$ cat config.mk
export PLATFORM = sky130hd
export DESIGN_NAME = pix_readout_top
export DESIGN_NICKNAME = d
export VERILOG_FILES = /design/src/design/pix_cfg_pkg.sv /design/src/design/pix_apb_pkg.sv /design/src/design/pix_addr_if.sv /design/src/design/hit_capture.sv /design/src/design/rr_arbiter.sv /design/src/design/matrix_arbiter.sv /design/src/design/addr_fifo.sv /design/src/design/apb_readout_regs.sv /design/src/design/pix_readout_top.sv
export SDC_FILE = /design/constraint.sdc
export NUM_CORES = 1
export LEC_CHECK = 0
export BUFFER_PORTS_ARGS = -buffer_cell sky130_fd_sc_hd__buf_2
export CORE_MARGIN = 10
export CORE_UTILIZATION = 30
export CTS_CLUSTER_SIZE = 20
export DETAILED_ROUTE_END_ITERATION = 8
export PLACE_DENSITY_LB_ADDON = 0.1
export SYNTH_ARGS = -nofsm -noshare
export SYNTH_HDL_FRONTEND = slang
export SYNTH_SLANG_ARGS = --single-unit
$ cat constraint.sdc
create_clock -name clk_i -period 7.9 [get_ports clk_i]
set_clock_uncertainty 0.15 [all_clocks]
set_input_delay 0.395 -clock clk_i [delete_from_list [all_inputs] [get_ports clk_i]]
set_output_delay 0.395 -clock clk_i [all_outputs]
set_load 0.005 [all_outputs]
$ cat src/design/pix_cfg_pkg.sv
/* Pixel matrix configuration */
package pix_cfg_pkg;

    parameter int MAX_ROWS   = 16;                  // Row arbiter limit
    parameter int MAX_COLS   = 16;                  // Column arbiter limit
    parameter int MAX_PIXELS = 32;                  // One mask bit per pixel

    typedef logic [3:0] row_addr_t;                 // Row index
    typedef logic [3:0] col_addr_t;                 // Column index
    typedef logic [5:0] fifo_cnt_t;                 // FIFO fill level

    typedef enum logic [1:0]
    {
        ARB_IDLE = 2'b00,                           // Nothing pending
        ARB_ROW  = 2'b01,                           // Pick next row
        ARB_COL  = 2'b10                            // Drain picked row
    } arb_state_t;

endpackage

$ cat src/design/pix_apb_pkg.sv
/* APB register map */
package pix_apb_pkg;

    typedef logic [3:0]  apb_addr_t;                // Byte address
    typedef logic [31:0] apb_data_t;                // Bus word

    parameter apb_addr_t REG_CTRL   = 4'h0;         // Enable
    parameter apb_addr_t REG_MASK   = 4'h4;         // Pixel mask, 1 blocks
    parameter apb_addr_t REG_STATUS = 4'h8;         // FIFO flags and level
    parameter apb_addr_t REG_DATA   = 4'hC;         // FIFO head, read pops

    parameter int CTRL_EN_BIT      = 0;             // Readout enable
    parameter int STATUS_EMPTY_BIT = 8;
    parameter int STATUS_FULL_BIT  = 9;             // Level sits in 5:0
    parameter int DATA_VALID_BIT   = 31;            // Entry present
    parameter int DATA_ROW_LSB     = 4;             // Row in 7:4
    parameter int DATA_COL_LSB     = 0;             // Column in 3:0

endpackage

$ cat src/design/pix_addr_if.sv
/* Pixel address handshake */
`timescale 1ns/100ps

interface pix_addr_if
    import pix_cfg_pkg::*;
();

    logic      valid;                               // Address offered
    logic      ready;                               // Sink has room
    row_addr_t row;                                 // Pixel row
    col_addr_t col;                                 // Pixel column

    modport src
    (
        output valid, row, col,
        input  ready
    );

    modport dst
    (
        input  valid, row, col,
        output ready
    );

endinterface

$ cat src/design/hit_capture.sv
/* Hit latch */
`timescale 1ns/100ps

module hit_capture
#(
    parameter int ROWS = 4,
    parameter int COLS = 4
)
(
    input  logic                 clk_i,
    input  logic                 reset_i,
    input  logic                 enable_i,          // Latching on
    input  logic [ROWS*COLS-1:0] mask_i,            // 1 blocks the pixel
    input  logic [ROWS*COLS-1:0] hit_i,             // One-cycle pulses
    input  logic [ROWS*COLS-1:0] clr_i,             // Transferred pixel, one-hot
    output logic [ROWS*COLS-1:0] pending_o          // Awaiting readout
);

    localparam int PIX = ROWS * COLS;

    logic [PIX-1:0] hit_new;                        // Hits past mask and enable

    assign hit_new = enable_i ? (hit_i & ~mask_i) : '0;

    always_ff @(posedge clk_i or posedge reset_i)
    begin
        if (reset_i)
            pending_o <= '0;
        else
            pending_o <= (pending_o & ~clr_i) | hit_new;    // Fresh hit beats clear
    end

    // Arbiter may only clear a pixel it saw pending
    a_clr_pending: assert property (@(posedge clk_i) disable iff (reset_i)
        (clr_i & ~pending_o) == '0)
        else $error("hit_capture: clear on a pixel that is not pending");

endmodule

$ cat src/design/rr_arbiter.sv
/* Round-robin arbiter */
`timescale 1ns/100ps

module rr_arbiter
#(
    parameter  int N  = 4,
    localparam int IW = (N > 1) ? $clog2(N) : 1
)
(
    input  logic          clk_i,
    input  logic          reset_i,
    input  logic [N-1:0]  req_i,                    // Requesters
    input  logic          advance_i,                // Grant consumed
    output logic [N-1:0]  gnt_o,                    // One-hot winner
    output logic [IW-1:0] idx_o                     // Winner index
);

    logic [IW-1:0] ptr_q;                           // Highest priority slot
    logic          found;                           // Winner placed

    // First requester at or after the pointer
    always_comb
    begin
        int k;                                      // Candidate slot
        gnt_o = '0;
        idx_o = '0;
        found = 1'b0;
        for (int i = 0; i < N; i++)
        begin
            k = int'(ptr_q) + i;
            if (k >= N)
                k = k - N;                          // Wrap
            if (!found && req_i[k])
            begin
                found    = 1'b1;
                gnt_o[k] = 1'b1;
                idx_o    = IW'(k);
            end
        end
    end

    always_ff @(posedge clk_i or posedge reset_i)
    begin
        if (reset_i)
            ptr_q <= '0;
        else if (advance_i && found)
            ptr_q <= (idx_o == IW'(N - 1)) ? '0 : idx_o + 1'b1;    // Just past winner
    end

    a_gnt_onehot: assert property (@(posedge clk_i) disable iff (reset_i) $onehot0(gnt_o))
        else $error("rr_arbiter: more than one grant");

endmodule

$ cat src/design/matrix_arbiter.sv
/* Row then column arbitration */
`timescale 1ns/100ps

module matrix_arbiter
    import pix_cfg_pkg::*;
#(
    parameter int ROWS = 4,
    parameter int COLS = 4
)
(
    input  logic                 clk_i,
    input  logic                 reset_i,
    input  logic [ROWS*COLS-1:0] pending_i,         // Pending flags, row-major
    output logic [ROWS*COLS-1:0] clr_o,             // Pixel taken this cycle
    pix_addr_if.src              addr               // Toward address FIFO
);

    localparam int PIX = ROWS * COLS;
    localparam int RW  = (ROWS > 1) ? $clog2(ROWS) : 1;
    localparam int CW  = (COLS > 1) ? $clog2(COLS) : 1;

    arb_state_t      state_q, state_d;
    logic [ROWS-1:0] row_or;                        // Row holds a pending pixel
    logic [ROWS-1:0] row_req, row_gnt;
    logic [ROWS-1:0] row_gnt_q;                     // Row under drain
    logic [RW-1:0]   row_idx;
    logic            row_adv;
    logic [COLS-1:0] col_pend;                      // Flags of selected row
    logic [COLS-1:0] col_req, col_gnt;
    logic [COLS-1:0] col_hold_q;                    // Offer left waiting
    logic [CW-1:0]   col_idx;
    logic            stall_q;                       // Last offer refused
    logic            xfer;

    always_comb
    begin
        for (int r = 0; r < ROWS; r++)
            row_or[r] = |pending_i[r*COLS +: COLS];
    end

    assign row_req  = (state_q == ARB_COL) ? row_gnt_q : row_or;   // Pin row while draining
    assign col_pend = pending_i[row_idx*COLS +: COLS];
    assign col_req  = stall_q ? col_hold_q : col_pend;              // Freeze waiting offer
    assign row_adv  = (state_q == ARB_COL) && (col_pend == '0);     // Row emptied

    assign addr.valid = (state_q == ARB_COL) && (col_gnt != '0);
    assign addr.row   = row_addr_t'(row_idx);
    assign addr.col   = col_addr_t'(col_idx);
    assign xfer       = addr.valid && addr.ready;
    assign clr_o      = xfer ? (PIX'(1) << (row_idx * COLS + col_idx)) : '0;

    always_comb
    begin
        state_d = state_q;
        case (state_q)
            ARB_IDLE:
                if (pending_i != '0)
                    state_d = ARB_ROW;
            ARB_ROW:
                state_d = (row_or != '0) ? ARB_COL : ARB_IDLE;
            ARB_COL:
                if (col_pend == '0)
                    state_d = ARB_ROW;                  // Next row
            default:
                state_d = ARB_IDLE;
        endcase
    end

    always_ff @(posedge clk_i or posedge reset_i)
    begin
        if (reset_i)
        begin
            state_q   <= ARB_IDLE;
            stall_q   <= 1'b0;
            row_gnt_q <= '0;
        end
        else
        begin
            state_q <= state_d;
            stall_q <= addr.valid && !addr.ready;
            if (state_q == ARB_ROW)
                row_gnt_q <= row_gnt;                   // Latch picked row
        end
    end

    always_ff @(posedge clk_i)
    begin
        col_hold_q <= col_gnt;
    end

    rr_arbiter #(.N(ROWS)) u_row_arb
    (
        .clk_i     (clk_i),
        .reset_i   (reset_i),
        .req_i     (row_req),
        .advance_i (row_adv),
        .gnt_o     (row_gnt),
        .idx_o     (row_idx)
    );

    rr_arbiter #(.N(COLS)) u_col_arb
    (
        .clk_i     (clk_i),
        .reset_i   (reset_i),
        .req_i     (col_req),
        .advance_i (xfer),                          // One step per transfer
        .gnt_o     (col_gnt),
        .idx_o     (col_idx)
    );

    // Offer holds until the FIFO takes it
    a_valid_hold: assert property (@(posedge clk_i) disable iff (reset_i)
        addr.valid && !addr.ready |=> addr.valid && $stable(addr.row) && $stable(addr.col))
        else $error("matrix_arbiter: offer changed under back-pressure");

endmodule

$ cat src/design/addr_fifo.sv
/* Pixel address FIFO */
`timescale 1ns/100ps

module addr_fifo
    import pix_cfg_pkg::*;
#(
    parameter int FIFO_DEPTH = 8
)
(
    input  logic      clk_i,
    input  logic      reset_i,
    pix_addr_if.dst   wr,                           // From arbiter
    input  logic      pop_i,                        // Head consumed
    output row_addr_t rd_row_o,                     // Head row
    output col_addr_t rd_col_o,                     // Head column
    output logic      empty_o,
    output logic      full_o,
    output fifo_cnt_t count_o                       // Entries held
);

    localparam int AW = (FIFO_DEPTH > 1) ? $clog2(FIFO_DEPTH) : 1;

    row_addr_t     row_mem [FIFO_DEPTH];
    col_addr_t     col_mem [FIFO_DEPTH];
    logic [AW-1:0] wr_ptr_q, rd_ptr_q;
    logic          push, pop;

    function automatic logic [AW-1:0] ptr_inc(input logic [AW-1:0] p);
        return (p == AW'(FIFO_DEPTH - 1)) ? '0 : p + 1'b1;     // Wrap at depth
    endfunction

    assign wr.ready = !full_o;
    assign push     = wr.valid && wr.ready;
    assign pop      = pop_i && !empty_o;
    assign empty_o  = (count_o == '0);
    assign full_o   = (count_o == fifo_cnt_t'(FIFO_DEPTH));
    assign rd_row_o = row_mem[rd_ptr_q];            // Show-ahead head
    assign rd_col_o = col_mem[rd_ptr_q];

    always_ff @(posedge clk_i or posedge reset_i)
    begin
        if (reset_i)
        begin
            wr_ptr_q <= '0;
            rd_ptr_q <= '0;
            count_o  <= '0;
        end
        else
        begin
            if (push)
                wr_ptr_q <= ptr_inc(wr_ptr_q);
            if (pop)
                rd_ptr_q <= ptr_inc(rd_ptr_q);
            case ({push, pop})
                2'b10:   count_o <= count_o + fifo_cnt_t'(1);
                2'b01:   count_o <= count_o - fifo_cnt_t'(1);
                default: count_o <= count_o;        // Both or neither
            endcase
        end
    end

    always_ff @(posedge clk_i)
    begin
        if (push)
        begin
            row_mem[wr_ptr_q] <= wr.row;
            col_mem[wr_ptr_q] <= wr.col;
        end
    end

    a_no_pop_empty: assert property (@(posedge clk_i) disable iff (reset_i) pop_i |-> !empty_o)
        else $error("addr_fifo: pop while empty");

    a_no_overfill: assert property (@(posedge clk_i) disable iff (reset_i)
        count_o <= fifo_cnt_t'(FIFO_DEPTH))
        else $error("addr_fifo: level beyond depth");

endmodule

$ cat src/design/apb_readout_regs.sv
/* APB readout registers */
`timescale 1ns/100ps

module apb_readout_regs
    import pix_cfg_pkg::*;
    import pix_apb_pkg::*;
(
    input  logic                  clk_i,
    input  logic                  reset_i,
    input  logic                  psel_i,
    input  logic                  penable_i,
    input  logic                  pwrite_i,
    input  apb_addr_t             paddr_i,
    input  apb_data_t             pwdata_i,
    output apb_data_t             prdata_o,
    output logic                  pready_o,
    output logic                  pslverr_o,
    output logic                  enable_o,         // CTRL enable
    output logic [MAX_PIXELS-1:0] mask_o,           // 1 blocks the pixel
    output logic                  pop_o,            // FIFO head read out
    input  row_addr_t             fifo_row_i,
    input  col_addr_t             fifo_col_i,
    input  logic                  fifo_empty_i,
    input  logic                  fifo_full_i,
    input  fifo_cnt_t             fifo_count_i,
    output logic                  irq_o             // Data waiting
);

    logic      access;                              // APB access phase
    logic      addr_ok;                             // Mapped register
    apb_data_t rdata;

    assign access    = psel_i && penable_i;
    assign addr_ok   = paddr_i inside {REG_CTRL, REG_MASK, REG_STATUS, REG_DATA};
    assign pready_o  = 1'b1;                        // No wait states
    assign pslverr_o = access && !addr_ok;
    assign pop_o     = access && !pwrite_i && (paddr_i == REG_DATA) && !fifo_empty_i;
    assign prdata_o  = (access && !pwrite_i) ? rdata : '0;

    always_comb
    begin
        rdata = '0;
        case (paddr_i)
            REG_CTRL:
                rdata[CTRL_EN_BIT] = enable_o;
            REG_MASK:
                rdata = apb_data_t'(mask_o);
            REG_STATUS:
            begin
                rdata[$bits(fifo_cnt_t)-1:0] = fifo_count_i;   // Level in low bits
                rdata[STATUS_EMPTY_BIT]      = fifo_empty_i;
                rdata[STATUS_FULL_BIT]       = fifo_full_i;
            end
            REG_DATA:
            begin
                if (!fifo_empty_i)                  // Empty reads as zero
                begin
                    rdata[DATA_VALID_BIT]                    = 1'b1;
                    rdata[DATA_ROW_LSB +: $bits(row_addr_t)] = fifo_row_i;
                    rdata[DATA_COL_LSB +: $bits(col_addr_t)] = fifo_col_i;
                end
            end
            default:
                rdata = '0;
        endcase
    end

    always_ff @(posedge clk_i or posedge reset_i)
    begin
        if (reset_i)
        begin
            enable_o <= 1'b0;
            mask_o   <= '0;
            irq_o    <= 1'b0;
        end
        else
        begin
            irq_o <= enable_o && !fifo_empty_i;
            if (access && pwrite_i)
            begin
                case (paddr_i)
                    REG_CTRL: enable_o <= pwdata_i[CTRL_EN_BIT];
                    REG_MASK: mask_o   <= pwdata_i[MAX_PIXELS-1:0];
                    default:  enable_o <= enable_o;     // Read-only or unmapped
                endcase
            end
        end
    end

endmodule

$ cat src/design/pix_readout_top.sv
/* Pixel readout top */
`timescale 1ns/100ps

module pix_readout_top
    import pix_cfg_pkg::*;
    import pix_apb_pkg::*;
#(
    parameter int ROWS       = 4,
    parameter int COLS       = 4,
    parameter int FIFO_DEPTH = 8
)
(
    input  logic                 clk_i,
    input  logic                 reset_i,
    input  logic [ROWS*COLS-1:0] hit_i,             // Pixel hit pulses
    input  logic                 psel_i,
    input  logic                 penable_i,
    input  logic                 pwrite_i,
    input  apb_addr_t            paddr_i,
    input  apb_data_t            pwdata_i,
    output apb_data_t            prdata_o,
    output logic                 pready_o,
    output logic                 pslverr_o,
    output logic                 irq_o              // FIFO holds data
);

    localparam int PIX = ROWS * COLS;

    logic [PIX-1:0]        pending;                 // Capture to arbiter
    logic [PIX-1:0]        clr;                     // Arbiter to capture
    logic                  enable;
    logic [MAX_PIXELS-1:0] mask;
    logic                  pop;
    row_addr_t             fifo_row;
    col_addr_t             fifo_col;
    logic                  fifo_empty, fifo_full;
    fifo_cnt_t             fifo_count;

    pix_addr_if addr_bus ();                        // Arbiter to FIFO

    initial
    begin
        assert (ROWS >= 1 && ROWS <= MAX_ROWS && COLS >= 1 && COLS <= MAX_COLS &&
                PIX <= MAX_PIXELS && FIFO_DEPTH >= 1 &&
                FIFO_DEPTH < 2 ** $bits(fifo_cnt_t))
        else $fatal(1, "pix_readout_top: matrix or FIFO size out of range");
    end

    hit_capture #(.ROWS(ROWS), .COLS(COLS)) u_capture
    (
        .clk_i     (clk_i),
        .reset_i   (reset_i),
        .enable_i  (enable),
        .mask_i    (mask[PIX-1:0]),                 // Upper mask bits unused
        .hit_i     (hit_i),
        .clr_i     (clr),
        .pending_o (pending)
    );

    matrix_arbiter #(.ROWS(ROWS), .COLS(COLS)) u_arbiter
    (
        .clk_i     (clk_i),
        .reset_i   (reset_i),
        .pending_i (pending),
        .clr_o     (clr),
        .addr      (addr_bus.src)
    );

    addr_fifo #(.FIFO_DEPTH(FIFO_DEPTH)) u_fifo
    (
        .clk_i    (clk_i),
        .reset_i  (reset_i),
        .wr       (addr_bus.dst),
        .pop_i    (pop),
        .rd_row_o (fifo_row),
        .rd_col_o (fifo_col),
        .empty_o  (fifo_empty),
        .full_o   (fifo_full),
        .count_o  (fifo_count)
    );

    apb_readout_regs u_regs
    (
        .clk_i        (clk_i),
        .reset_i      (reset_i),
        .psel_i       (psel_i),
        .penable_i    (penable_i),
        .pwrite_i     (pwrite_i),
        .paddr_i      (paddr_i),
        .pwdata_i     (pwdata_i),
        .prdata_o     (prdata_o),
        .pready_o     (pready_o),
        .pslverr_o    (pslverr_o),
        .enable_o     (enable),
        .mask_o       (mask),
        .pop_o        (pop),
        .fifo_row_i   (fifo_row),
        .fifo_col_i   (fifo_col),
        .fifo_empty_i (fifo_empty),
        .fifo_full_i  (fifo_full),
        .fifo_count_i (fifo_count),
        .irq_o        (irq_o)
    );

endmodule

== After elaboration in Yosys (flattened, before gate mapping) ==
Memory sizes are Yosys's and may differ from the RTL's.
Cells that the tools add are included.

* Add/subtract/negate cells: 21
* Multiply operators: 0
* Div/mod/pow operators: 0
* Order comparisons: 24
* Equality and inequality tests: 14
* Shift-type cells: 2
* Multiplexer cells: 96
* Bitwise operators: 11
* Reduce and logical (&&, ||, !) cells: 54

{| class="wikitable"
|+ Operators by type and width
! kind !! count
|-
| 32-bit 2-to-1 mux || 9
|-
| 32-bit by 1-bit >= comparator with 1-bit output (second input constant) || 8
|-
| 32-bit by 4-bit less-than comparator with 1-bit output (second input constant) || 8
|-
| 4-bit 2-to-1 mux || 10
|-
| 1-bit 2-to-1 mux || 35
|-
| 16-bit bitwise AND || 2
|-
| 16-bit 2-to-1 mux || 2
|-
| 16-bit inverter || 2
|-
| 1-bit by 32-bit left shift with 16-bit output (first input constant) || 1
|-
| 1-bit logical AND || 28
|-
| 2-bit 2-to-1 mux || 13
|-
| 4-bit bitwise OR || 6
|-
| 3-bit by 3-bit subtractor with 4-bit output (second input constant) || 6
|-
| 21-bit 2-to-1 mux || 1
|-
| 3-bit >= comparator (second input constant) || 6
|-
| 1-bit binary-select mux with 2-bit select || 8
|-
| 1-bit demux with 2-bit select || 8
|-
| 16-bit bitwise OR || 1
|-
| 16-bit nonzero test || 1
|-
| 4-bit OR reduction || 4
|-
| 16-bit by 5-bit indexed part select with 4-bit output || 1
|-
| 5-bit one-hot mux with 3 select lines || 1
|-
| 2-bit by 2-bit adder with 3-bit output (second input constant) || 4
|-
| 6-bit one-hot mux with 2 select lines || 1
|-
| other kinds (29) || 56
|}

* Register bits: 77
* Bits in latches: 0
* RAM bits: 32
* Bits in read-only memories: 0
* Input bits: 57
* Output and inout bits: 35
* Word-level logic and storage cells: 237
* Memories: 2

{| class="wikitable"
|+ Memories
! name !! words !! width !! rd ports !! clocked after Yosys merged registers in !! wr ports !! RTL line !! text
|-
| u_fifo.col_mem || 8 || 2 || 1 || 0 || 1 || addr_fifo.sv:24 || <nowiki>col_addr_t col_mem [FIFO_DEPTH];</nowiki>
|-
| u_fifo.row_mem || 8 || 2 || 1 || 0 || 1 || addr_fifo.sv:23 || <nowiki>row_addr_t row_mem [FIFO_DEPTH];</nowiki>
|}

== Logic depth before layout (Yosys ltp) ==
Gate-level depths: netlist (run 1).

* Word-level depth: 37
* Mapped depth: 26
* Mapped depth without buffers: 24

== Cells and area by module ==
A second synthesis (run 1) with hierarchy kept.

* Cells, all modules: 591
* Area total of the unflattened synthesis: 7808.7 um^2

{| class="wikitable"
|+ Modules (own cells, without submodules)
! module !! instances !! cells an instance !! area an instance (um^2)
|-
| addr_fifo || 1 || 178 || 3301.9
|-
| apb_readout_regs || 1 || 150 || 1884.3
|-
| matrix_arbiter || 1 || 79 || 775.7
|-
| hit_capture || 1 || 67 || 724.4
|-
| rr_arbiter at u_arbiter.u_row_arb || 1 || 58 || 561.8
|-
| rr_arbiter at u_arbiter.u_col_arb || 1 || 59 || 560.5
|}

== Least setup slack after synthesis (run 1) ==
Ideal clock, no wire load.

* Path type: reg-to-reg
* Start point: register u_capture.pending_o[8]
* End point: register u_fifo.count_o[5]
* Data arrival time: 6.180 ns
* Required time: 7.625 ns
* Slack: 1.445 ns
* Stages on the path, launching flop included: 25
* Buffers on the path: 1
* Period minus slack after synthesis: 6.455 ns
* Path through: dfrtp_1 -> or4_1 -> mux4_2 -> or3_1 -> a211oi_2 -> o32ai_2 -> inv_2 -> mux4_2 -> o221a_1 -> and3_1 -> o21a_1 -> a221o_1 -> or4_1 -> and2_1 -> buf_2 -> inv_2 -> ha_1 -> ha_1 -> a21o_1 -> a21oi_1 -> o21bai_1 -> a21oi_1 -> xnor2_1 -> nor2_1 -> xor2_1

* Cells in the longest elaborated chain, start to end: 35
* Elaborated cells between the ends (all ways): 64

{| class="wikitable"
|+ RTL lines
! element !! RTL line !! text
|-
| from (decl) || hit_capture.sv:16 || <nowiki>output logic [ROWS*COLS-1:0] pending_o</nowiki>
|-
| from (signal assigned) || hit_capture.sv:30 || <nowiki>pending_o <= (pending_o & ~clr_i) | hit_new;</nowiki>
|-
| 4-bit OR reduction || matrix_arbiter.sv:38 || <nowiki>row_or[r] = |pending_i[r*COLS +: COLS];</nowiki>
|-
| 4-bit 2-to-1 mux || matrix_arbiter.sv:41 || <nowiki>assign row_req = (state_q == ARB_COL) ? row_gnt_q : row_or;</nowiki>
|-
| 1-bit binary-select mux with 2-bit select || rr_arbiter.sv:33 || <nowiki>if (!found && req_i[k])</nowiki>
|-
| 1-bit 2-to-1 mux (not written as such) (2 in series) || rr_arbiter.sv:33 ||
|-
| 1-bit 2-to-1 mux || rr_arbiter.sv:33 ||
|-
| 1-bit logical NOT || rr_arbiter.sv:33 ||
|-
| 1-bit logical AND || rr_arbiter.sv:33 ||
|-
| 1-bit 2-to-1 mux || rr_arbiter.sv:33 ||
|-
| (+19 left out) || n/a ||
|-
| 1-bit logical AND || rr_arbiter.sv:33 ||
|-
| 4-bit 2-to-1 mux * || rr_arbiter.sv:33 ||
|-
| net u_arbiter.col_gnt[3] || matrix_arbiter.sv:29 || <nowiki>logic [COLS-1:0] col_req, col_gnt;</nowiki>
|-
| 4-bit nonzero test * || matrix_arbiter.sv:46 || <nowiki>assign addr.valid = (state_q == ARB_COL) && (col_gnt != '0);</nowiki>
|-
| 1-bit logical AND * || matrix_arbiter.sv:46 ||
|-
| 1-bit logical AND * || addr_fifo.sv:33 || <nowiki>assign push = wr.valid && wr.ready;</nowiki>
|-
| 2-bit by 1-bit == test with 1-bit output or 2-bit == test (tied branches) || addr_fifo.sv:54 || <nowiki>case ({push, pop})</nowiki>
|-
| 6-bit one-hot mux with 2 select lines or 2-bit nonzero test (tied branches) || n/a ||
|-
| to (signal assigned) || addr_fifo.sv:55 || <nowiki>2'b10: count_o <= count_o + fifo_cnt_t'(1);</nowiki>
|-
| to (signal assigned) || addr_fifo.sv:56 || <nowiki>2'b01: count_o <= count_o - fifo_cnt_t'(1);</nowiki>
|-
| to (signal assigned) || addr_fifo.sv:57 || <nowiki>default: count_o <= count_o;</nowiki>
|-
| to (decl) || addr_fifo.sv:18 || <nowiki>output fifo_cnt_t count_o</nowiki>
|}

Mark *: on every way through the listed nets, which the timed path passes. The rest lies on a longest branch. The select of a mux whose other input is x is not followed.
A chain may end at the register's enable or synchronous reset.

== Final worst setup path (run 1) ==
Ends and elaborated chain as after synthesis.

==> results.md, run 1 <==
- Status: finished, final reports clean
- Fmax: 0.1357 GHz
- CTS buffer count: 9
- Top-level I/O count: 92
- Mux share of post-synthesis cell area: 0.1656
- Max VDD drop: 0.1999 mV
- DR iter-0 viols: 225
- Hold Vio Cnt, Final: 0
- WP data required: 8.01 ns
- R2R setup slack: 0.53 ns
- Critical R2R Capture: u_fifo.count_o[5]
- Nets: 689
- Initial core utilization: 0.3079
- Clock latency on the worst-skew pair: 0.37 ns
- Slew Limit Fails: 0
- Port buffer count: 90
- Reg-to-Reg Start: u_capture.pending_o[8]
- Arr. time, crit path: 7.48 ns
- Synth top cells by count: 73 x dfrtp_1, 37 x inv_1, 35 x mux2_2
- Worst-path clk slew: 0.09 ns
- Tot GR Track Use: 0.1271
- Cells after Synth: 520
- Share of cells above drive strength 1: 0.2977
- Hold depth: 2
- Remaining DRCs: 0
- Fin Hold WS: 0.1014 ns
- Drt total wl: 16.39 mm
- Worst hold path type: primary input to flop
- Largest family of logic cells by synthesized area: multiplexers
- Largest cells by area after synthesis: dfrtp_1 30%, edfxtp_1 16%, mux2_2 6.5%
- Register area: 2868 um^2
- Max_cap viols: 0
- ANT nets after route: 0
- First-pass GRT wire length: 26.41 mm
- Hold buffer count at CTS: 0
- Routed vias: 4389
- Synth cell types: 58
- Least-Margin Pin Slew: 1.078 ns
- Syn. warnings: 0
- Global route total overflow: 0
- Setup violators final: 0
- Crit path time final: 7.370 ns
- Fin area: 7128 um^2
- Post-Synth XOR/XNOR Area: 0.01013
- Maximum number of pins on one net before global-route repair: 74
- CORE AREA: 19650 um^2
- Synth area leader: dfrtp_1
- DR pass1 iterations: 4
- EDFF count, synth: 32
- Simple-gate share of the synthesized area: 0.1296
- Ys flop type: dfrtp_1
- Crit path kind: flop to flop
- CTS resizes: 0
- Synth Area in Adders: 0.06119
- Count leader, synth: dfrtp_1
- Syn_nets: 606
- Post-CTS setup buffers: 0
- Hold EP: u_regs.mask_o[4]
- Avg Vias per Cell: 5.016
- Seq/Total Area, Yosys: 0.4738
- Clk buf depth: 2
- CTS tree: built
- Cell area after synthesis: 6052 um^2
- Area occupied by multi-input gates: 2947 um^2
- Relative slew slack: 0.2711
- Cell count of the worst reg-to-reg path: 23
- Post-DP Area: 6795 um^2
- Filler cells: 2006
- Synth-to-layout area growth: 17.78%
- Die X: 162.0 um
- Synth Register Bits: 109
- Compound-gate portion of the synthesized area: 0.1176
- Crit-path max FO: 20
- Crit start category: flop
- Initial antenna violation count: 1
- Top cell type's share of synthesized area: 0.3018
- Clock sinks: 109
- CTS Root Cell: clkbuf_16
- Avg Synthesized Cell Area: 11.64 um^2
- Asr flop ratio synth: 0.6697
- Routability cong.: 0.8412
- Hold_sp: pwdata_i[4]
- HPWL after DPL: 12.52 mm
- Final Cycle Share: 0.9329
- Power per Cell Area: 380.9 nW/um^2
- H-Tree Depth: 3
- LEAKAGE: 3.096 nW
- Unrepaired setup endpoints after global routing: no
- Die Ht: 162.0 um
- Vias in the first global route: 4713
- Setup TNS: 0 ns
- Final core occ: 0.3627
- Avg WL per Cell: 18.73 um
- Cell row count: 51
- Die area: 26260 um^2
- CP Capture Type: flop
[critical path, stage by stage, from the launching register on]
cell and delay [ns]:
dfrtp_1 0.41, or4_1 0.59, mux4_2 0.55, or3_1 0.34, a211oi_2 0.38, o32ai_2 0.18, inv_2 0.32, mux4_2 0.61
o221a_1 0.31, mux2i_1 0.42, o31ai_1 0.13, a221o_1 0.28, or4_1 0.59, and2_1 0.27, inv_2 0.15, ha_1 0.27
ha_1 0.26, a21o_1 0.17, a21oi_1 0.23, o21bai_1 0.09, a21oi_1 0.18, xnor2_1 0.15, nor2_1 0.07, xor2_1 0.15
[final cells by class]
cell class,count,area share
multi-input cells,347,0.4134
flip-flops and latches,109,0.4023
repair buffers,97,0.07056
well taps,265,0.04652
clock buffers,9,0.03160
inverters,39,0.02054
clock inverters,7,0.01439
diodes,2,0.0007021
[sequential cells by signal, summed over array words and instances, names as in the netlist]
name and cells:
u_arbiter.u_row_arb.ptr_q 2, u_arbiter.stall_q 1, u_arbiter.state_q 2, u_regs.irq_o 1, u_fifo.count_o 6, u_fifo.wr_ptr_q 3, u_fifo.col_mem 16, u_fifo.rd_ptr_q 3
u_regs.enable_o 1, u_arbiter.col_hold_q 4, u_arbiter.row_gnt_q 4, u_regs.mask_o 32, u_arbiter.u_col_arb.ptr_q 2, u_capture.pending_o 16, u_fifo.row_mem 16
[how the worst max path moves through the flow]
stage / from / to / slack [ns] / cells past startpoint
finish: u_capture.pending_o[8] / u_fifo.count_o[5] / 0.53 / 23
global route: u_arbiter.u_row_arb.ptr_q[0] / u_fifo.count_o[5] / 0.03 / 23
CTS: u_arbiter.u_row_arb.ptr_q[0] / u_fifo.count_o[5] / 0.52 / 23
detailed placement: u_arbiter.u_row_arb.ptr_q[0] / u_fifo.count_o[5] / 0.56 / 23
global placement: u_arbiter.u_row_arb.ptr_q[0] / u_fifo.count_o[5] / 0.77 / 23
floorplan: u_capture.pending_o[8] / u_fifo.count_o[5] / 1.44 / 24
[power by group]
part	switching (mW)	internal, mW
Clock	0.244	0.259
Combinational	0.739	0.517
Sequential	0.164	0.792
[metal layers]
metal | wire length (um) | vias to the layer above | GRT usage
met3 | 735 | 10 | 0.03438
met2 | 7852 | 86 | 0.2027
met1 | 7610 | 2194 | 0.1652
met4 | 193 | 0 | 0.03598
met5 | 0 | - | 0
li1 | - | 2099 | -
[layout by cell type (no fill, tap or decap), types with 5 or more instances in the layout]
| cell | synthesis | routed |
|---|---|---|
| nor2_1 | 30 | 30 |
| mux2i_1 | 21 | 21 |
| a21oi_1 | 20 | 20 |
| o21ai_0 | 11 | 11 |
| nor2b_1 | 9 | 9 |
| edfxtp_1 | 32 | 32 |
| nand2_1 | 13 | 13 |
| nand4_1 | 8 | 8 |
| ha_1 | 28 | 28 |
| buf_2 | 2 | 90 |
| buf_4 | 2 | 7 |
| a32o_1 | 15 | 15 |
| nor4_1 | 5 | 5 |
| or4_1 | 6 | 6 |
| dfrtp_1 | 73 | 73 |
| a22oi_1 | 9 | 9 |
| nor3_1 | 7 | 7 |
| inv_1 | 37 | 36 |
| a221o_1 | 6 | 6 |
| mux4_2 | 15 | 15 |
| clkbuf_16 | 0 | 9 |
| and2_1 | 30 | 30 |
| mux2_2 | 35 | 35 |
| nand3_1 | 11 | 11 |
[cell families (layout without fill, tap and decap cells)]
| kind of cell | after synthesis | count (layout) |
|---|---|---|
| compound gates | 93 | 93 |
| other cells | 1 | 3 |
| buf+inv | 64 | 152 |
| flops | 109 | 109 |
| fa+ha+maj | 29 | 29 |
| mux | 75 | 75 |
| xor+xnor | 7 | 7 |
| simple gates | 142 | 142 |
[per-stage QoR]
step                power, mW  std cells  worst slack, ns
global placement        2.218        857           0.7726
floorplan               1.882        520            1.445
finish                  2.715        875           0.5303
global route            2.926        873          0.02598
CTS                     2.740        873           0.5223
detailed placement      2.227        857           0.5558
(Power assumes the default switching activity.)
==> run 2: changes to the inputs <==
--- a/config.mk
+++ b/config.mk
@@ -10,7 +10,7 @@
 export CORE_UTILIZATION = 30
 export CTS_CLUSTER_SIZE = 20
 export DETAILED_ROUTE_END_ITERATION = 8
-export PLACE_DENSITY_LB_ADDON = 0.1
+export PLACE_DENSITY = 0.45
 export SYNTH_ARGS = -nofsm -noshare
 export SYNTH_HDL_FRONTEND = slang
 export SYNTH_SLANG_ARGS = --single-unit
==> run 2 against run 1 <==
Against the previous run: sequential share of layout area is 0.078 points higher; clock power shrank 4.2%; cell count decreased by 0.11%; combinational power hardly changed; worst setup slack gained 0.058 ns; largest power group unchanged; highest routed layer unchanged.
==> results.md, run 2 (synthesis results as in run 1) <==
- Commonest non-fill, non-tap cell in the layout: buf_2 (unchanged)
- Least-Margin Pin Slew: 1.208 ns (was 1.078 ns)
- Fin area: 7114 um^2 (was 7128 um^2)
- Critical R2R Capture: u_fifo.count_o[5] (unchanged)
- Avg WL per Cell: 19.04 um (was 18.73 um)
- CTS resizes: 0 (unchanged)
- Maximum number of pins on one net before global-route repair: 74 (unchanged)
- Worst hold path type: primary input to flop (unchanged)
- Top-level I/O count: 92 (unchanged)
- Max_cap viols: 0 (unchanged)
- Cell count of the worst reg-to-reg path: 23 (unchanged)
- Largest Register: u_regs.mask_o (unchanged)
- Post-CTS setup buffers: 0 (unchanged)
- Relative slew slack: 0.1870 (was 0.2711)
- Remaining DRCs: 0 (unchanged)
- Routability cong.: 0.8416 (was 0.8412)
- Cell row count: 51 (unchanged)
- CTS tree: built (unchanged)
- Clock power share: 0.178 (was 0.185)
- Synth-to-layout area growth: 17.55% (was 17.78%)
- CP Capture Type: flop (unchanged)
- Clock sinks: 109 (unchanged)
- Power per Cell Area: 380.9 nW/um^2 (about the same)
- Max reg flops: 32 (unchanged)
- Initial core utilization: 0.3079 (unchanged)
- WP data required: 8.00 ns (was 8.01 ns)
- Reg-to-Reg Start: u_arbiter.u_row_arb.ptr_q[0] (was u_capture.pending_o[8])
- Crit path kind: flop to flop (unchanged)
- Hold EP: u_regs.mask_o[19] (was u_regs.mask_o[4])
- CORE AREA: 19650 um^2 (unchanged)
- Drt total wl: 16.64 mm (was 16.39 mm)
- Port buffer count: 90 (unchanged)
- Status: finished, final reports clean (unchanged)
- Nets: 689 (unchanged)
- CTS Root Cell: clkbuf_16 (unchanged)
- HPWL after DPL: 12.75 mm (was 12.52 mm)
- Share of cells above drive strength 1: 0.2977 (unchanged)
- Hold buffer count at CTS: 0 (unchanged)
- Sw Share: 0.4315 (was 0.4224)
- Avg Vias per Cell: 5.024 (was 5.016)
- Combinational share of power: 0.469 (was 0.463)
- Die Ht: 162.0 um (unchanged)
- Slew Limit Fails: 0 (unchanged)
- Global route total overflow: 0 (unchanged)
- LEAKAGE: 3.087 nW (was 3.096 nW)
- Die area: 26260 um^2 (unchanged)
- Routed vias: 4391 (was 4389)
- Crit-path max FO: 20 (unchanged)
- Setup violators final: 0 (unchanged)
- Final Cycle Share: 0.9256 (was 0.9329)
- Crit path time final: 7.312 ns (was 7.370 ns)
- Initial antenna violation count: 1 (unchanged)
- Max VDD drop: 0.1816 mV (was 0.1999 mV)
- Post-DP Area: 6795 um^2 (unchanged)
- CTS buffer count: 9 (unchanged)
- Hold depth: 2 (unchanged)
- Clock latency on the worst-skew pair: 0.36 ns (was 0.37 ns)
- Pint: 1.540 mW (was 1.568 mW)
- Fmax: 0.1368 GHz (was 0.1357 GHz)
- R2R setup slack: 0.59 ns (was 0.53 ns)
- Sequential power share: 0.353 (was 0.352)
- Setup TNS: 0 ns (unchanged)
- Vias in the first global route: 4636 (was 4713)
- Most frequent cells in the layout: 90 x buf_2, 73 x dfrtp_1, 36 x inv_1 (unchanged)
- Die X: 162.0 um (unchanged)
- H-Tree Depth: 3 (unchanged)
- DR pass1 iterations: 6 (was 4)
- Worst-path clk slew: 0.09 ns (about the same)
- Unrepaired setup endpoints after global routing: no (unchanged)
- Clk buf depth: 2 (unchanged)
- ANT nets after route: 0 (unchanged)
- Hold Vio Cnt, Final: 0 (unchanged)
- DR iter-0 viols: 318 (was 225)
- Hold_sp: pwdata_i[19] (was pwdata_i[4])
- Tot GR Track Use: 0.1274 (was 0.1271)
- Crit start category: flop (unchanged)
- Sw Pwr: 1.169 mW (was 1.147 mW)
- Arr. time, crit path: 7.41 ns (was 7.48 ns)
- First-pass GRT wire length: 26.54 mm (was 26.41 mm)
-- run 2: metal layers --
| layer | up-vias | GRT usage | wire (um) | share of wire |
|---|---|---|---|---|
| met5 | - | 0 | 0 | 0 |
| met4 | 0 | 0.03060 | 173 | 0.010 |
| met3 | 10 | 0.02983 | 753 | 0.045 |
| met2 | 107 | 0.2170 | 8350 | 0.50 |
| met1 | 2179 | 0.1590 | 7366 | 0.44 |
| li1 | 2095 | - | - | - |
-- run 2: area by class of cell --
class                           instances  area, um^2
Multi-Input combinational cell        347        2947
Inverter                               39       146.4
Fill cell                            2013       12540
Tap cell                              265       331.6
Clock inverter                          7       91.34
Clock buffer                            9       225.2
Timing Repair Buffer                   97       503.0
Sequential cell                       109        2868
Antenna cell                            1       2.502
-- run 2: power by group through the flow --
stage	combinational (mW)	clock, mW	sequential, mW
5_1_grt	1.42	0.522	0.981
3_3_place_gp	1.24	0	0.965
3_5_place_dp	1.26	0	0.969
4_1_cts	1.27	0.501	0.958
2_1_floorplan	0.991	0	0.891
6_report	1.27	0.482	0.957
-- run 2: how the worst max path moves through the flow --
| stage | startpoint | to | slack (ns) | depth (start not counted) |
|---|---|---|---|---|
| global placement | u_arbiter.u_row_arb.ptr_q[0] | u_fifo.count_o[5] | 0.81 | 23 |
| CTS | u_arbiter.u_row_arb.ptr_q[0] | u_fifo.count_o[5] | 0.61 | 23 |
| floorplan | u_capture.pending_o[8] | u_fifo.count_o[5] | 1.44 | 24 |
| finish | u_arbiter.u_row_arb.ptr_q[0] | u_fifo.count_o[5] | 0.59 | 23 |
| detailed placement | u_arbiter.u_row_arb.ptr_q[0] | u_fifo.count_o[5] | 0.63 | 23 |
| global route | u_arbiter.u_row_arb.ptr_q[0] | u_fifo.count_o[5] | 0.10 | 23 |
-- run 2: metrics by stage --
| step | worst slack, ns | power [mW] | util | hold slack, ns | std cells |
|---|---|---|---|---|---|
| 6_report | 0.5878 | 2.710 | 0.3620 | 0.1028 | 874 |
| 4_1_cts | 0.6120 | 2.725 | 0.3619 | 0.08384 | 873 |
| 3_3_place_gp | 0.8061 | 2.207 | 0.3457 | 0.3044 | 857 |
| 2_1_floorplan | 1.445 | 1.882 | - | 0.2808 | 520 |
| 5_1_grt | 0.1029 | 2.920 | 0.3619 | 0.07912 | 873 |
| 3_5_place_dp | 0.6269 | 2.229 | 0.3457 | 0.3154 | 857 |
-- run 2: critical path, cell delays in order (launching register included) --
cell and delay [ns]:
dfrtp_1 0.54, inv_1 0.34, mux4_2 0.61, or3_1 0.38
a211oi_2 0.36, o32ai_2 0.18, inv_2 0.32, mux4_2 0.61
o221a_1 0.31, mux2i_1 0.41, o31ai_1 0.15, a221o_1 0.28
or4_1 0.57, and2_1 0.27, inv_2 0.14, ha_1 0.27
ha_1 0.27, a21o_1 0.18, a21oi_1 0.23, o21bai_1 0.09
a21oi_1 0.18, xnor2_1 0.13, nor2_1 0.06, xor2_1 0.15
==> run 3: changes to the inputs <==
==> constraint.sdc (replaced) <==
create_clock -name clk_i -period 8 [get_ports clk_i]
set_clock_uncertainty 0.15 [all_clocks]
set_input_delay 0.4 -clock clk_i [delete_from_list [all_inputs] [get_ports clk_i]]
set_output_delay 0.4 -clock clk_i [all_outputs]
set_load 0.005 [all_outputs]
==> run 3 against run 2 <==
Against the previous run: critical path depth is the same; via count is essentially flat; first-iteration DRC count shrank 16%; global-route usage shrank 0.18 points; die area is the same; largest cell class unchanged; critical path type unchanged.
==> results.md, run 3 (synthesis results as in run 1) <==
- Slew Limit Fails: 0 (unchanged)
- LEAKAGE: 3.087 nW (about the same)
- Unrepaired setup endpoints after global routing: no (unchanged)
- Share of cells above drive strength 1: 0.2977 (unchanged)
- Post-CTS setup buffers: 0 (unchanged)
- CP Capture Type: flop (unchanged)
- Max VDD drop: 0.1906 mV (was 0.1816 mV)
- Clk buf depth: 2 (unchanged)
- Avg WL per Cell: 18.90 um (was 19.04 um)
- Nets: 689 (unchanged)
- Crit start category: flop (unchanged)
- Avg Vias per Cell: 5.032 (was 5.024)
- DR iter-0 viols: 267 (was 318)
- CTS buffer count: 9 (unchanged)
- Setup violators final: 0 (unchanged)
- Die Ht: 162.0 um (unchanged)
- Most frequent cells in the layout: 90 x buf_2, 73 x dfrtp_1, 36 x inv_1 (unchanged)
- Cell row count: 51 (unchanged)
- First-pass GRT wire length: 26.25 mm (was 26.54 mm)
- ANT nets after route: 0 (unchanged)
- DR pass1 iterations: 4 (was 6)
- Relative slew slack: 0.2163 (was 0.1870)
- Max_cap viols: 0 (unchanged)
- CTS Root Cell: clkbuf_16 (unchanged)
- Initial antenna violation count: 0 (was 1)
- Largest Register: u_regs.mask_o (unchanged)
- Fmax: 0.1365 GHz (was 0.1368 GHz)
- Commonest non-fill, non-tap cell in the layout: buf_2 (unchanged)
- Worst-path clk slew: 0.09 ns (about the same)
- CTS resizes: 0 (unchanged)
- Routability cong.: 0.8417 (was 0.8416)
- Clock sinks: 109 (unchanged)
- Remaining DRCs: 0 (unchanged)
- Vias in the first global route: 4619 (was 4636)
- Power per Cell Area: 374.7 nW/um^2 (was 380.9 nW/um^2)
- Initial core utilization: 0.3079 (unchanged)
- # diodes: 0 (was 1)
- Least-Margin Pin Slew: 1.165 ns (was 1.208 ns)
- Final Power: 2.665 mW (was 2.710 mW)
- Die area: 26260 um^2 (unchanged)
- Crit path time final: 7.323 ns (was 7.312 ns)
- Arr. time, crit path: 7.42 ns (was 7.41 ns)
- Hold buffer count at CTS: 0 (unchanged)
- Max reg flops: 32 (unchanged)
- Setup TNS: 0 ns (unchanged)
- WP data required: 8.09 ns (was 8.00 ns)
- Global route total overflow: 0 (unchanged)
- CORE AREA: 19650 um^2 (unchanged)
- Hold Vio Cnt, Final: 0 (unchanged)
- CTS tree: built (unchanged)
- Crit-path max FO: 20 (unchanged)
- Top-level I/O count: 92 (unchanged)
- Status: finished, final reports clean (unchanged)
- Crit path kind: flop to flop (unchanged)
- Routed vias: 4393 (was 4391)
- HPWL after DPL: 12.61 mm (was 12.75 mm)
- Drt total wl: 16.50 mm (was 16.64 mm)
- Maximum number of pins on one net before global-route repair: 74 (unchanged)
- Die X: 162.0 um (unchanged)
- Synth-to-layout area growth: 17.51% (was 17.55%)
- Port buffer count: 90 (unchanged)
- Final Cycle Share: 0.9154 (was 0.9256)
- H-Tree Depth: 3 (unchanged)
- Filler cells: 2017 (was 2013)
- Worst hold path type: primary input to flop (unchanged)
- Tot GR Track Use: 0.1256 (was 0.1274)
- Clock latency on the worst-skew pair: 0.36 ns (about the same)
-- run 3: cell count changes in the layout (fill, tap and decap cells not counted) --
cell	change
inv_6	-1
diode_2	-1
clkinv_4	+1
-- run 3: layout make-up --
cell class	count	area [um^2]	share of cell area
clock buffer	9	225.2	0.03167
clock inverter	7	91.34	0.01284
inverter	39	146.4	0.02058
multi-input combinational	347	2947	0.4143
sequential	109	2868	0.4032
tap	265	331.6	0.04662
timing repair buffer	97	503.0	0.07072
-- run 3: stage by stage --
| step | worst slack, ns | utilization | std cells | instance area (um^2) | hold WS, ns |
|---|---|---|---|---|---|
| floorplan | 1.545 | - | 520 | 6052 | 0.2808 |
| global placement | 0.9061 | 0.3457 | 857 | 6795 | 0.3044 |
| detailed placement | 0.7321 | 0.3457 | 857 | 6795 | 0.3141 |
| CTS | 0.7334 | 0.3619 | 873 | 7112 | 0.09348 |
| global route | 0.2159 | 0.3619 | 873 | 7112 | 0.08692 |
| finish | 0.6765 | 0.3619 | 873 | 7112 | 0.1110 |
-- run 3: worst paths after layout --
path | start | end | slack [ns] | cells after the start
min in group asynchronous | reset_i | u_regs.mask_o[23] | 0.18 | 3
hold reg to reg | u_arbiter.state_q[0] | u_arbiter.state_q[0] | 0.33 | 1
setup / recovery | u_arbiter.u_row_arb.ptr_q[0] | u_fifo.count_o[5] | 0.68 | 23
setup reg to reg | u_arbiter.u_row_arb.ptr_q[0] | u_fifo.count_o[5] | 0.68 | 23
hold / removal | pwdata_i[5] | u_regs.mask_o[5] | 0.11 | 2
max in group asynchronous | reset_i | u_arbiter.u_col_arb.ptr_q[1] | 6.86 | 3
-- run 3: per-layer routing --
metal | global-route usage | part of all wire
met3 | 0.03109 | 0.044
met1 | 0.1547 | 0.44
met5 | 0 | 0
met2 | 0.2147 | 0.50
met4 | 0.03143 | 0.012
-- run 3: power by group --
group / leakage, nW / internal, mW / switching (mW)
clock: 0.152 / 0.227 / 0.247
combinational: 1.72 / 0.510 / 0.735
sequential: 1.21 / 0.782 / 0.163
total: 3.09 / 1.52 / 1.15
-- run 3: worst max-delay path, stage by stage (launching register included) --
cell      delay [ns]
dfrtp_1         0.54
inv_1           0.34
mux4_2          0.60
or3_1           0.38
a211oi_2        0.38
o32ai_2         0.18
inv_2           0.33
mux4_2          0.61
o221a_1         0.31
mux2i_1         0.41
o31ai_1         0.13
a221o_1         0.28
or4_1           0.58
and2_1          0.28
inv_2           0.14
ha_1            0.26
ha_1            0.26
a21o_1          0.17
a21oi_1         0.24
o21bai_1        0.09
a21oi_1         0.19
xnor2_1         0.13
nor2_1          0.06
xor2_1          0.15
